**config.mk**
```make
export PLATFORM = sky130hd
export DESIGN_NAME = tcdm_interleaver
export DESIGN_NICKNAME = d
export VERILOG_FILES = /design/src/rtl/tcdm_pkg.sv /design/src/rtl/tcdm_interleaver.sv
export SDC_FILE = /design/constraint.sdc
export NUM_CORES = 1
export LEC_CHECK = 0
export BUFFER_PORTS_ARGS = -buffer_cell sky130_fd_sc_hd__buf_4
export CAP_MARGIN = 20
export CELL_PAD_IN_SITES_DETAIL_PLACEMENT = 1
export CELL_PAD_IN_SITES_GLOBAL_PLACEMENT = 1
export CORE_AREA = 2 2 202 204
export CTS_BUF_LIST = sky130_fd_sc_hd__clkbuf_8
export DETAILED_ROUTE_END_ITERATION = 16
export DIE_AREA = 0 0 204 206
export GPL_ROUTABILITY_DRIVEN = 1
export HOLD_SLACK_MARGIN = 0.02
export PLACE_DENSITY = 0.61
export SYNTH_ARGS = -nofsm -noshare
export SYNTH_HDL_FRONTEND = slang
export SYNTH_SLANG_ARGS = --single-unit
```
**constraint.sdc**
```tcl
create_clock -name clk_i -period 2.8 [get_ports clk_i]
set_clock_uncertainty 0.05 [all_clocks]
set_input_delay 0.14 -clock clk_i [delete_from_list [all_inputs] [get_ports clk_i]]
set_output_delay 0.14 -clock clk_i [all_outputs]
set_load 0.01 [all_outputs]
```
**src/rtl/tcdm_pkg.sv**
```systemverilog
package tcdm_pkg;

  // Memory word and byte lane geometry
  localparam int unsigned DataWidth  = 32;
  localparam int unsigned ByteWidth  = 8;
  localparam int unsigned BeWidth    = DataWidth / ByteWidth; // One enable per byte lane
  localparam int unsigned AddrWidth  = 32;                    // Byte address on the bus side
  localparam int unsigned WordOffset = $clog2(BeWidth);       // Byte-in-word bits, 2

  // Width left once the byte offset is stripped
  localparam int unsigned WordAddrWidth = AddrWidth - WordOffset;

  // Byte address to word address
  function automatic logic [WordAddrWidth-1:0] word_addr(
    input logic [AddrWidth-1:0] addr
  );
    return addr[AddrWidth-1:WordOffset];
  endfunction

  // Expand byte enables into a bit mask over the whole word
  function automatic logic [DataWidth-1:0] be_to_mask(
    input logic [BeWidth-1:0] be
  );
    logic [DataWidth-1:0] mask;
    mask = '0;
    for (int unsigned i = 0; i < BeWidth; i++) begin
      mask[i*ByteWidth +: ByteWidth] = {ByteWidth{be[i]}};
    end
    return mask;
  endfunction

  // Byte offset of an address inside its word
  function automatic logic [WordOffset-1:0] byte_offset(
    input logic [AddrWidth-1:0] addr
  );
    return addr[WordOffset-1:0];
  endfunction

endpackage

```
**src/rtl/tcdm_interleaver.sv**
```systemverilog
`timescale 1ns/1ps

module tcdm_interleaver #(
  parameter int unsigned NbPorts  = 2,  // Requesters
  parameter int unsigned NbBanks  = 4,  // Banks, power of two
  parameter int unsigned BankSize = 64, // Words per bank
  parameter int unsigned IdWidth  = 1   // Holds a port index
) (
  input  logic                                          clk_i,
  input  logic                                          rst_ni,
  // Port side
  input  logic [NbPorts-1:0]                            req_i,
  input  logic [NbPorts-1:0]                            we_i,
  input  logic [NbPorts-1:0][tcdm_pkg::AddrWidth-1:0]   addr_i,   // Byte address
  input  logic [NbPorts-1:0][tcdm_pkg::DataWidth-1:0]   wdata_i,
  input  logic [NbPorts-1:0][tcdm_pkg::BeWidth-1:0]     be_i,
  output logic [NbPorts-1:0]                            gnt_o,
  output logic [NbPorts-1:0]                            r_valid_o,
  output logic [NbPorts-1:0][tcdm_pkg::DataWidth-1:0]   r_data_o,
  // Bank side
  output logic [NbBanks-1:0]                            bank_req_o,
  output logic [NbBanks-1:0]                            bank_we_o,
  output logic [NbBanks-1:0][$clog2(BankSize)-1:0]      bank_addr_o,
  output logic [NbBanks-1:0][tcdm_pkg::DataWidth-1:0]   bank_wdata_o,
  output logic [NbBanks-1:0][tcdm_pkg::BeWidth-1:0]     bank_be_o,
  output logic [NbBanks-1:0][IdWidth-1:0]               bank_id_o,
  input  logic [NbBanks-1:0]                            bank_gnt_i,
  input  logic [NbBanks-1:0][tcdm_pkg::DataWidth-1:0]   bank_r_data_i,
  input  logic [NbBanks-1:0][IdWidth-1:0]               bank_r_id_i
);

  import tcdm_pkg::*;

  localparam int unsigned BankBits = $clog2(NbBanks);  // Low word bits pick the bank
  localparam int unsigned BankAw   = $clog2(BankSize); // Next bits index inside it

  logic [NbPorts-1:0][BankBits-1:0] port_bank; // Target bank per port
  logic [NbPorts-1:0][BankAw-1:0]   port_word; // Word index inside that bank
  logic [NbPorts-1:0][NbBanks-1:0]  port_hit;  // One-hot bank request per port
  logic [NbBanks-1:0][IdWidth-1:0]  rr_q;      // Round-robin priority pointer
  logic [NbBanks-1:0][IdWidth-1:0]  win;       // Winning port per bank
  logic [NbBanks-1:0]               rsp_valid_q; // Bank served someone last cycle
  logic [NbPorts-1:0]               r_valid_q;

  // Address decode per port
  for (genvar p = 0; p < NbPorts; p++) begin : gen_decode
    logic [WordAddrWidth-1:0] waddr;

    assign waddr        = word_addr(addr_i[p]);
    assign port_bank[p] = waddr[BankBits-1:0];
    assign port_word[p] = waddr[BankBits +: BankAw];
    assign port_hit[p]  = {NbBanks{req_i[p]}} & (NbBanks'(1) << port_bank[p]);

    // Granted only if this port won its bank
    assign gnt_o[p] = req_i[p] & bank_req_o[port_bank[p]] & bank_gnt_i[port_bank[p]]
                    & (win[port_bank[p]] == IdWidth'(p));
  end

  // Round-robin search per bank, starting at the pointer
  always_comb begin : arbiter
    int unsigned idx;
    idx = 0;
    for (int unsigned b = 0; b < NbBanks; b++) begin
      bank_req_o[b] = 1'b0;
      win[b]        = rr_q[b];
      // Walk backwards so the closest requester to the pointer wins last
      for (int k = NbPorts - 1; k >= 0; k--) begin
        idx = int'(rr_q[b]) + k;
        if (idx >= NbPorts) idx = idx - NbPorts; // Wrap
        if (port_hit[idx][b]) begin
          bank_req_o[b] = 1'b1;
          win[b]        = IdWidth'(idx);
        end
      end
    end
  end

  // Mux the winner's payload onto each bank
  for (genvar b = 0; b < NbBanks; b++) begin : gen_bank_mux
    assign bank_we_o[b]    = we_i[win[b]];
    assign bank_addr_o[b]  = port_word[win[b]];
    assign bank_wdata_o[b] = wdata_i[win[b]];
    assign bank_be_o[b]    = be_i[win[b]];
    assign bank_id_o[b]    = win[b]; // Tag comes back as r_id
  end

  always_ff @(posedge clk_i or negedge rst_ni) begin
    if (!rst_ni) begin
      rr_q        <= '0;
      rsp_valid_q <= '0;
      r_valid_q   <= '0;
    end else begin
      r_valid_q <= gnt_o; // Response one cycle after grant
      for (int unsigned b = 0; b < NbBanks; b++) begin
        rsp_valid_q[b] <= bank_req_o[b] & bank_gnt_i[b];
        if (bank_req_o[b] && bank_gnt_i[b]) begin
          // Move priority just past the winner
          rr_q[b] <= (win[b] == IdWidth'(NbPorts - 1)) ? '0 : win[b] + 1'b1;
        end
      end
    end
  end

  // Response routing by returned id
  // Only banks that served a request last cycle take part, stale ids are ignored
  always_comb begin
    for (int unsigned p = 0; p < NbPorts; p++) begin
      r_data_o[p] = '0;
      for (int unsigned b = 0; b < NbBanks; b++) begin
        if (rsp_valid_q[b] && bank_r_id_i[b] == IdWidth'(p)) begin
          r_data_o[p] = bank_r_data_i[b];
        end
      end
    end
  end

  assign r_valid_o = r_valid_q;

endmodule

```
==> results of run 1 <==
[layout by cell type, fill, tap and decap left out, types with 4 or more instances in the layout]
cell / count
and3b_1: 34
buf_4: 500
nand2b_1: 5
mux2_2: 133
a311oi_1: 64
buf_12: 4
mux2_4: 39
o21ai_0: 131
diode_2: 4
and2_1: 7
dfrtp_1: 9
nand2_1: 74
and3_1: 34
nor3b_1: 4
[through the flow]
stage               util [%]  instances  setup WS (ps)  total power [mW]  cell area (µm²)
global placement        23.0       1607            505              3.03             9250
CTS                     23.2       1612            377              3.23             9310
finish                  23.2       1616            386              3.20             9320
floorplan                  -        650           1060              1.67             5120
global route            23.2       1616            305              3.39             9320
detailed placement      23.0       1607            462              3.05             9250
[sequential cells by signal, indices dropped and copies added (netlist names)]
signal       flops
rr_q             4
r_valid_o        2
rsp_valid_q      4
[area by class of cell]
type | instances | area, µm²
flip-flops and latches | 10 | 251
diodes | 4 | 10.0
clock inverters | 1 | 3.75
fillers | 4904 | 30900
clock buffers | 3 | 41.3
well taps | 532 | 666
inverters | 2 | 7.51
repair buffers | 505 | 3840
multi-input cells | 559 | 4490
[per-layer routing]
layer	wire length (µm)	vias to the layer above	track usage, %	share of wire [%]
li1	-	3361	-	-
met1	13400	3620	17.0	39
met2	17200	347	27.5	50
met3	2890	38	3.61	8.4
met4	875	4	4.55	2.5
met5	27	-	0	0.078
[worst max-delay path by stage]
stage	to	slack, ps
final	r_data_o[18]	390
after global routing	r_data_o[18]	310
after CTS	r_data_o[18]	380
after detailed placement	bank_addr_o[5]	460
after global placement	bank_addr_o[5]	510
after floorplan	bank_be_o[0]	1060
[where the power goes]
group	total, mW	switching, mW	internal (mW)
Clock	0.164	0.0676	0.0967
Combinational	2.84	1.28	1.56
Sequential	0.192	0.0260	0.166
Total	3.20	1.38	1.82
[cell usage after synthesis]
cell type  count  area share [%]
nand3b_1       2            0.29
mux2_4        39              11
and4_2         1            0.20
or2_2          1            0.12
a221oi_1       1            0.17
nor3b_1        4            0.59
nor2_1         1           0.073
or2b_1         1            0.15
nor2b_1        4            0.49
clkbuf_1      56             4.1
a21oi_1        3            0.29
a31oi_1        1            0.12
and4b_1        1            0.20
or4bb_1        2            0.44
o21ai_0      131              13
mux2_2       133              29
and2_1         7            0.85
maj3_2         1            0.22
a22o_1         1            0.17
nand2_1       74             5.4
nor4bb_1       1            0.20
buf_2         16             1.6
o21ba_2        1            0.20
dfrtp_1       10             4.9
or3b_4         1            0.22
a211oi_1       1            0.15
o311ai_0       1            0.17
nand3_1        1           0.098
inv_1          2            0.15
maj3_1         3            0.59
buf_12         4             1.6
and3b_1       34             5.8
buf_4          1            0.15
a21o_1         2            0.29
o211ai_1       1            0.15
a311oi_1      64              11
o221ai_1       2            0.34
buf_6          2            0.44
nand2b_1       5            0.61
and3_1        34             4.2
[kinds of logic (layout without fill, tap and decap cells)]
logic type               count (synthesis)  after routing  synth area share (%)
other                                    0              4                     0
buffers and inverters                   81            511                  7.96
AO/OA/AOI/OAI                          209            209                  25.8
adder cells (fa/ha/maj)                  4              4                 0.806
multiplexers                           172            172                  40.7
AND/OR/NAND/NOR                        174            174                  19.9
flip-flops                              10             10                  4.88
==> impl_metrics.csv, run 1 <==
group,metric,value,unit
yosys,avgSynthCellArea,7.88,µm²
clock_tree,cts.reportedPaths.clkPinSlew,60,ps
yosys,syn_nets,928,
place,gp_congestion,0.815,
yosys,synth_cells,650,
floorplan,dieHeight,206,µm
outcome,outcome,"finished clean",
timing,hold_viol,0,
grt,grt-ovfl-total,0,
routing,drc,0,
critical_path,critPathMaxFanout,20,
critical_path,critPathKind,"flip-flop to primary output",
critical_path,worstReg2RegEnd,"r_valid_o[1]",
hold_path,min_to,"rr_q[1]",
critical_path,startpoint,"rsp_valid_q[3]",
hold_path,hold_class,"primary input to flip-flop",
clock_tree,insertion_delay,240,ps
grt,antenna_found_initial,7,
clock_tree,numCtsBuffers,3,
clock_tree,ctsHoldBuffers,1,
critical_path,cpPeakStageDelay,650,ps
timing,worst_pin_slew,940,ps
timing,period_share,86.2,%
floorplan,start_util,12.8,%
timing,slew_headroom,37.4,%
critical_path,ff2ff_setup_slack,1310,ps
clock_tree,clockBufferDepth,2,
critical_path,cp_data_required_time,2610,ps
grt,grt_max_degree,45,
routing,ant_nets,0,
critical_path,cp-end-kind,"primary output",
floorplan,die_x,204,µm
hold_path,min_from,"bank_gnt_i[1]",
grt,grt_pass1_vias,7688,
timing,final_max_slew_viol_count,0,
clock_tree,root_buffer,"clkbuf_8",
routing,routed_wirelength,34400,µm
pwr,p_leak,4.43,nW
timing,fin_tns_setup,0,ps
floorplan,io_pins,526,
critical_path,crit_top_cell,"o21ai_0",
clock_tree,clock-sinks,10,
critical_path,reg2reg_from,"rr_q[1]",
critical_path,slowest_stage,"nand2b_1",
timing,hold_ws,60.4,ps
critical_path,startpoint_type,"flip-flop",
routing,dr.pass1.iters,5,
clock_tree,cts_tree,"built",
clock_tree,h-tree-depth,1,
layout,syn2layout_area_growth,81.9,%
critical_path,crit_path_cell_trace,"nand2b_1 -> o21ai_0 -> o21ai_0 -> buf_4",
routing,drt-initial-drc-count,281,
critical_path,cp.arrival,2220,ps
pwr,pwr_density_cell,343,mW/mm²
layout,num-nets-final,1359,
routing,viasPerCell,4.56,
layout,drive_gt1_share,64.0,%
yosys,ys_seq_elements,10,
critical_path,cp_num_buf_inv,1,
place,io_buffers,477,
critical_path,path_delay_family,"compound AO/OA/AOI/OAI gates",
critical_path,critical_path_depth,4,
flow_run,cap_violations,0,
yosys,yosys_warnings,0,
floorplan,coreArea,0.0402,mm²
floorplan,num_rows,74,
timing,fmax,0.414,GHz
floorplan,dieArea,0.0420,mm²
place,hpwl,28100,µm
yosys,synth_seq_area_share,4.88,%
critical_path,ff2ff_path_depth,3,
clock_tree,cts_repair_resize_count,0,
grt,grt_pass1_wl,48600,µm
timing,post-route-min-period,2410,ps
yosys,synth_area,0.00512,mm²
clock_tree,cts_setup_buffers,0,
routing,vias,7370,
yosys,synth.distinct_cells,40,
pwr,peakVddDrop,0.174,mV
routing,wire_per_inst,21.3,µm
hold_path,whs_path_depth,2,
timing,setup_viol,0,
timing,rsz0062_at_grt,"no",
grt,track_usage,14.9,%
(Power assumes the default switching activity.)
==> run 2, diff against run 1 <==
Settings changed: ABC_AREA set to 1, CORE_AREA 2 2 202 204 to 2 2 205 207, DIE_AREA 0 0 204 206 to 0 0 207 209, PLACE_DENSITY 0.61 to 0.64.
==> impl_metrics.csv, run 2 <==
group,metric,value,unit
place,hpwl,28300,µm
routing,ant_nets,0,
yosys,syn_nets,1315,
floorplan,dieHeight,209,µm
layout,fill_cells,5436,
grt,grt_pass1_wl,53600,µm
timing,period_share,82.1,%
timing,rsz0062_at_grt,"no",
yosys,synth-compound-area-share,27.2,%
flow_run,cap_violations,0,
grt,antenna_found_initial,5,
layout,mostFrequentLayoutCells,"497 x buf_4, 340 x nand2_1, 198 x nand3_1",
yosys,synth_simple_gate_area_share,48.6,%
routing,met2WireLength,17300,µm
layout,syn2layout_area_growth,84.8,%
place,postPlaceCellArea,0.00906,mm²
routing,routed_wirelength,34700,µm
yosys,synth_edf_count,0,
clock_tree,ctsHoldBuffers,1,
routing,drt-initial-drc-count,456,
layout,ff_latch_area,250,µm²
routing,vias,8656,
routing,dr.pass1.iters,4,
place,gp_congestion,0.864,
timing,post-route-min-period,2300,ps
yosys,synth_top_area_cell,"nand2_1",
timing,final_max_slew_viol_count,0,
timing,hold_viol,0,
layout,final_area,0.00914,mm²
pwr,p_leak,4.86,nW
layout,fin_util,22.1,%
grt,grt-ovfl-total,0,
floorplan,coreArea,0.0413,mm²
clock_tree,h-tree-depth,1,
critical_path,startpoint_type,"flip-flop",
pwr,pwr_density_cell,379,mW/mm²
grt,track_usage,15.2,%
yosys,netlist_top_cells_count,"342 x nand2_1, 198 x nand3_1, 181 x o21ai_0",
timing,hold_ws,133,ps
yosys,synth_ff_type,"dfrtp_1",
routing,wire_per_inst,17.3,µm
routing,drc,0,
place,io_buffers,477,
yosys,synth_cells,1037,
yosys,yosys-top-cells-area,"nand2_1 26%, nand3_1 20%, o21ai_0 18%, inv_1 9.6%, dfrtp_1 5.1%",
critical_path,cp_data_required_time,2610,ps
clock_tree,root_buffer,"clkbuf_8",
clock_tree,clockBufferDepth,2,
critical_path,cp.arrival,2110,ps
yosys,synth_top_family_by_area,"simple AND/OR/NAND/NOR gates",
clock_tree,insertion_delay,230,ps
yosys,yosys_warnings,0,
timing,setup_viol,0,
clock_tree,clock-sinks,10,
timing,slew_headroom,39.0,%
clock_tree,cts.reportedPaths.clkPinSlew,50,ps
grt,grt_pass1_vias,9178,
layout,num-nets-final,1744,
floorplan,dieArea,0.0433,mm²
floorplan,io_pins,526,
yosys,yosys.area_share.adder,0,%
critical_path,critPathMaxFanout,47,
clock_tree,numCtsBuffers,3,
floorplan,die_x,207,µm
yosys,synth_xor_area_share,0,%
yosys,synth_top_area_share,26.0,%
timing,worst_pin_slew,912,ps
routing,viasPerCell,4.31,
yosys,synth_area,0.00494,mm²
grt,grt_max_degree,65,
critical_path,critPathKind,"flip-flop to primary output",
floorplan,start_util,12.0,%
yosys,avgSynthCellArea,4.77,µm²
timing,fin_tns_setup,0,ps
routing,wl_met3,3010,µm
yosys,ys_seq_elements,10,
timing,fmax,0.435,GHz
yosys,synth_seq_area_share,5.06,%
floorplan,num_rows,75,
yosys,synth.distinct_cells,25,
yosys,yosys.cell_count.top_type,"nand2_1",
yosys,synthMuxAreaShare,0,%
routing,top_layer,"met5",
pwr,peakVddDrop,0.187,mV
yosys,postSynth.asyncResetShare,100,%
layout,multi_input_area,0.00376,mm²
outcome,outcome,"finished clean",
clock_tree,cts_repair_resize_count,0,
clock_tree,cts_setup_buffers,0,
critical_path,cp-end-kind,"primary output",
routing,routedLengthMet1,13500,µm
hold_path,hold_class,"primary input to flip-flop",
layout,layout_commonest_cell,"buf_4",
clock_tree,cts_tree,"built",
layout,drive_gt1_share,37.5,%
## run 2: cell type report
cell class | instances | area share (%)
timing repair buffer | 505 | 42.5
sequential | 10 | 2.74
antenna | 4 | 0.110
tap | 539 | 7.38
inverter | 133 | 5.49
clock buffer | 4 | 0.602
multi-input combinational | 813 | 41.2
## run 2: cell families (layout without fill, tap and decap cells)
| kind of cell | Yosys count | after routing |
|---|---|---|
| flip-flops | 10 | 10 |
| buffers and inverters | 214 | 642 |
| AO/OA/AOI/OAI | 250 | 250 |
| AND/OR/NAND/NOR | 563 | 563 |
| other | 0 | 4 |
## run 2: per-stage QoR
stage                     cells  setup slack (ps)  total power, mW
final                      2008               501             3.46
after global routing       2008               284             3.80
after CTS                  2004               480             3.52
after detailed placement   1999               651             3.32
after global placement     1999               715             3.30
after floorplan            1037              1410             1.64
## run 2: power by group
part / switching [mW] / internal [mW] / leakage [nW]
Clock: 0.0564 / 0.124 / 0.0288
Combinational: 1.71 / 1.38 / 4.70
Sequential: 0.0202 / 0.165 / 0.128
Total: 1.79 / 1.67 / 4.86
## run 2: final timing paths
path | slack [ps] | start | endpoint | depth (start not counted)
max | 500 | rr_q[3] | bank_wdata_o[120] | 7
min reg2reg | 520 | rr_q[1] | rr_q[1] | 2
min in group asynchronous | 220 | rst_ni | r_valid_o[0] | 2
max reg2reg | 1240 | rr_q[2] | rr_q[2] | 4
min | 130 | bank_gnt_i[1] | rsp_valid_q[1] | 3
max in group asynchronous | 2330 | rst_ni | rr_q[1] | 2
## run 2: critical path: stages, from the launching register on
cell and delay [ps]:
dfrtp_1 380, inv_1 80, nand2_1 60, nand2_1 100, nand2_2 500, buf_12 390
o21ai_1 160, buf_4 150
## run 2: routing by layer
| layer | up-vias | global-route usage, % |
|---|---|---|
| li1 | 4222 | - |
| met1 | 4004 | 17.1 |
| met2 | 391 | 27.8 |
| met3 | 37 | 4.43 |
| met4 | 2 | 4.36 |
| met5 | - | 0 |
==> run 3, diff against run 2 <==
Settings changed: CORE_AREA 2 2 205 207 to 2 2 203 205, DIE_AREA 0 0 207 209 to 0 0 205 207, PLACE_DENSITY 0.64 to 0.65.
Clock period 2.8 ns to 2.4 ns, I/O delays scaled along.
==> impl_metrics.csv, run 3 (synthesis gave the netlist of run 2 again) <==
group,metric,value,unit
outcome,outcome,"finished clean",
routing,drt-initial-drc-count,362,
place,io_buffers,477,
place,hpwl,29000,µm
clock_tree,cts.reportedPaths.clkPinSlew,50,ps
grt,grt_pass1_wl,52300,µm
routing,routed_wirelength,35400,µm
layout,layout_commonest_cell,"buf_4",
routing,wire_per_inst,17.7,µm
timing,setup_viol,0,
pwr,p_seq_share,5.3,%
clock_tree,cts_repair_resize_count,0,
critical_path,cp.arrival,1920,ps
clock_tree,root_buffer,"clkbuf_8",
timing,fin_tns_setup,0,ps
layout,drive_gt1_share,37.9,%
pwr,p_leak,4.91,nW
routing,ant_nets,0,
hold_path,hold_class,"primary input to flip-flop",
timing,final_max_slew_viol_count,0,
timing,fmax,0.478,GHz
pwr,sw_frac_of_total,51.1,%
pwr,power.total,4.13,mW
floorplan,coreArea,0.0404,mm²
floorplan,die_x,205,µm
timing,rsz0062_at_grt,"no",
timing,worst_pin_slew,645,ps
floorplan,io_pins,526,
routing,drc,0,
grt,grt_max_degree,57,
critical_path,cp-end-kind,"primary output",
critical_path,critPathKind,"flip-flop to primary output",
grt,antenna_found_initial,2,
critical_path,cp_data_required_time,2230,ps
clock_tree,clockBufferDepth,2,
clock_tree,clock-sinks,10,
flow_run,cap_violations,0,
layout,num-nets-final,1752,
timing,slew_headroom,56.8,%
clock_tree,numCtsBuffers,3,
routing,vias,8636,
pwr,pwr_density_cell,449,mW/mm²
timing,period_share,87.1,%
layout,mostFrequentLayoutCells,"503 x buf_4, 340 x nand2_1, 198 x nand3_1",
timing,post-route-min-period,2090,ps
pwr,clkPwrFrac,5.0,%
grt,track_usage,15.5,%
floorplan,start_util,12.2,%
pwr,power_frac_comb,89.8,%
pwr,p_int,2.02,mW
critical_path,startpoint_type,"flip-flop",
pwr,power.switching,2.11,mW
floorplan,num_rows,74,
routing,viasPerCell,4.31,
grt,grt_pass1_vias,9037,
floorplan,dieHeight,207,µm
critical_path,ff2ff_setup_slack,920,ps
clock_tree,h-tree-depth,1,
timing,hold_viol,0,
layout,syn2layout_area_growth,86.2,%
pwr,peakVddDrop,0.246,mV
timing,hold_ws,131,ps
grt,grt-ovfl-total,0,
place,gp_congestion,0.855,
clock_tree,insertion_delay,230,ps
clock_tree,cts_tree,"built",
routing,dr.pass1.iters,5,
floorplan,dieArea,0.0424,mm²
critical_path,critPathMaxFanout,25,
## run 3: cell count changes in the layout (fill, tap and decap cells not counted)
cell     before  now
buf_12        7    9
diode_2       4    1
buf_4       497  503
## run 3: timing repair
action / in CTS / in global routing
setup buffers: 0 / 0
endpoints found under the hold margin: 10 / 0
hold buffers: 1 / 0
## run 3: cell type report
class | instances | area, µm²
Multi-Input combinational cell | 813 | 3760
Inverter | 133 | 502
Timing Repair Buffer | 513 | 3970
Sequential cell | 10 | 250
Clock buffer | 4 | 55.1
Fill cell | 5356 | 31200
Antenna cell | 1 | 2.50
Tap cell | 532 | 666
## run 3: final timing paths
check / depth (start not counted) / from / end
hold / removal: 3 / bank_gnt_i[0] / rsp_valid_q[0]
hold reg to reg: 2 / rr_q[1] / rr_q[1]
setup / recovery: 7 / rr_q[3] / bank_wdata_o[104]
max in group asynchronous: 2 / rst_ni / r_valid_o[1]
setup reg to reg: 4 / rr_q[1] / rr_q[1]
min in group asynchronous: 2 / rst_ni / r_valid_o[0]
## run 3: power by group through the flow
stage	clock network [mW]	registers (mW)	logic (mW)
2_1_floorplan	0	0.212	1.70
3_3_place_gp	0	0.218	3.71
3_5_place_dp	0	0.220	3.74
4_1_cts	0.215	0.218	3.76
5_1_grt	0.224	0.221	4.05
6_report	0.206	0.217	3.71
## run 3: critical path, stage by stage, from the launching register on
cell,delay (ps)
dfrtp_1,380
inv_1,80
nand2_1,50
nand2_1,100
nand2_2,370
buf_4,330
o21ai_0,200
buf_4,170
## run 3: per-layer routing
layer,track usage (%),wire (µm),vias up
met3,4.15,3350,32
met2,29.9,18300,402
met5,0,13,-
li1,-,-,4229
met4,3.40,502,2
met1,16.6,13300,3971
## run 3: metrics by stage
stage	cell area (µm²)	util (%)	setup WS, ps	instances
after global placement	9140	22.6	519	2000
after CTS	9200	22.8	237	2005
after global routing	9210	22.8	81.1	2006
after detailed placement	9140	22.6	502	2000
after floorplan	4940	-	1030	1037
final	9210	22.8	309	2006
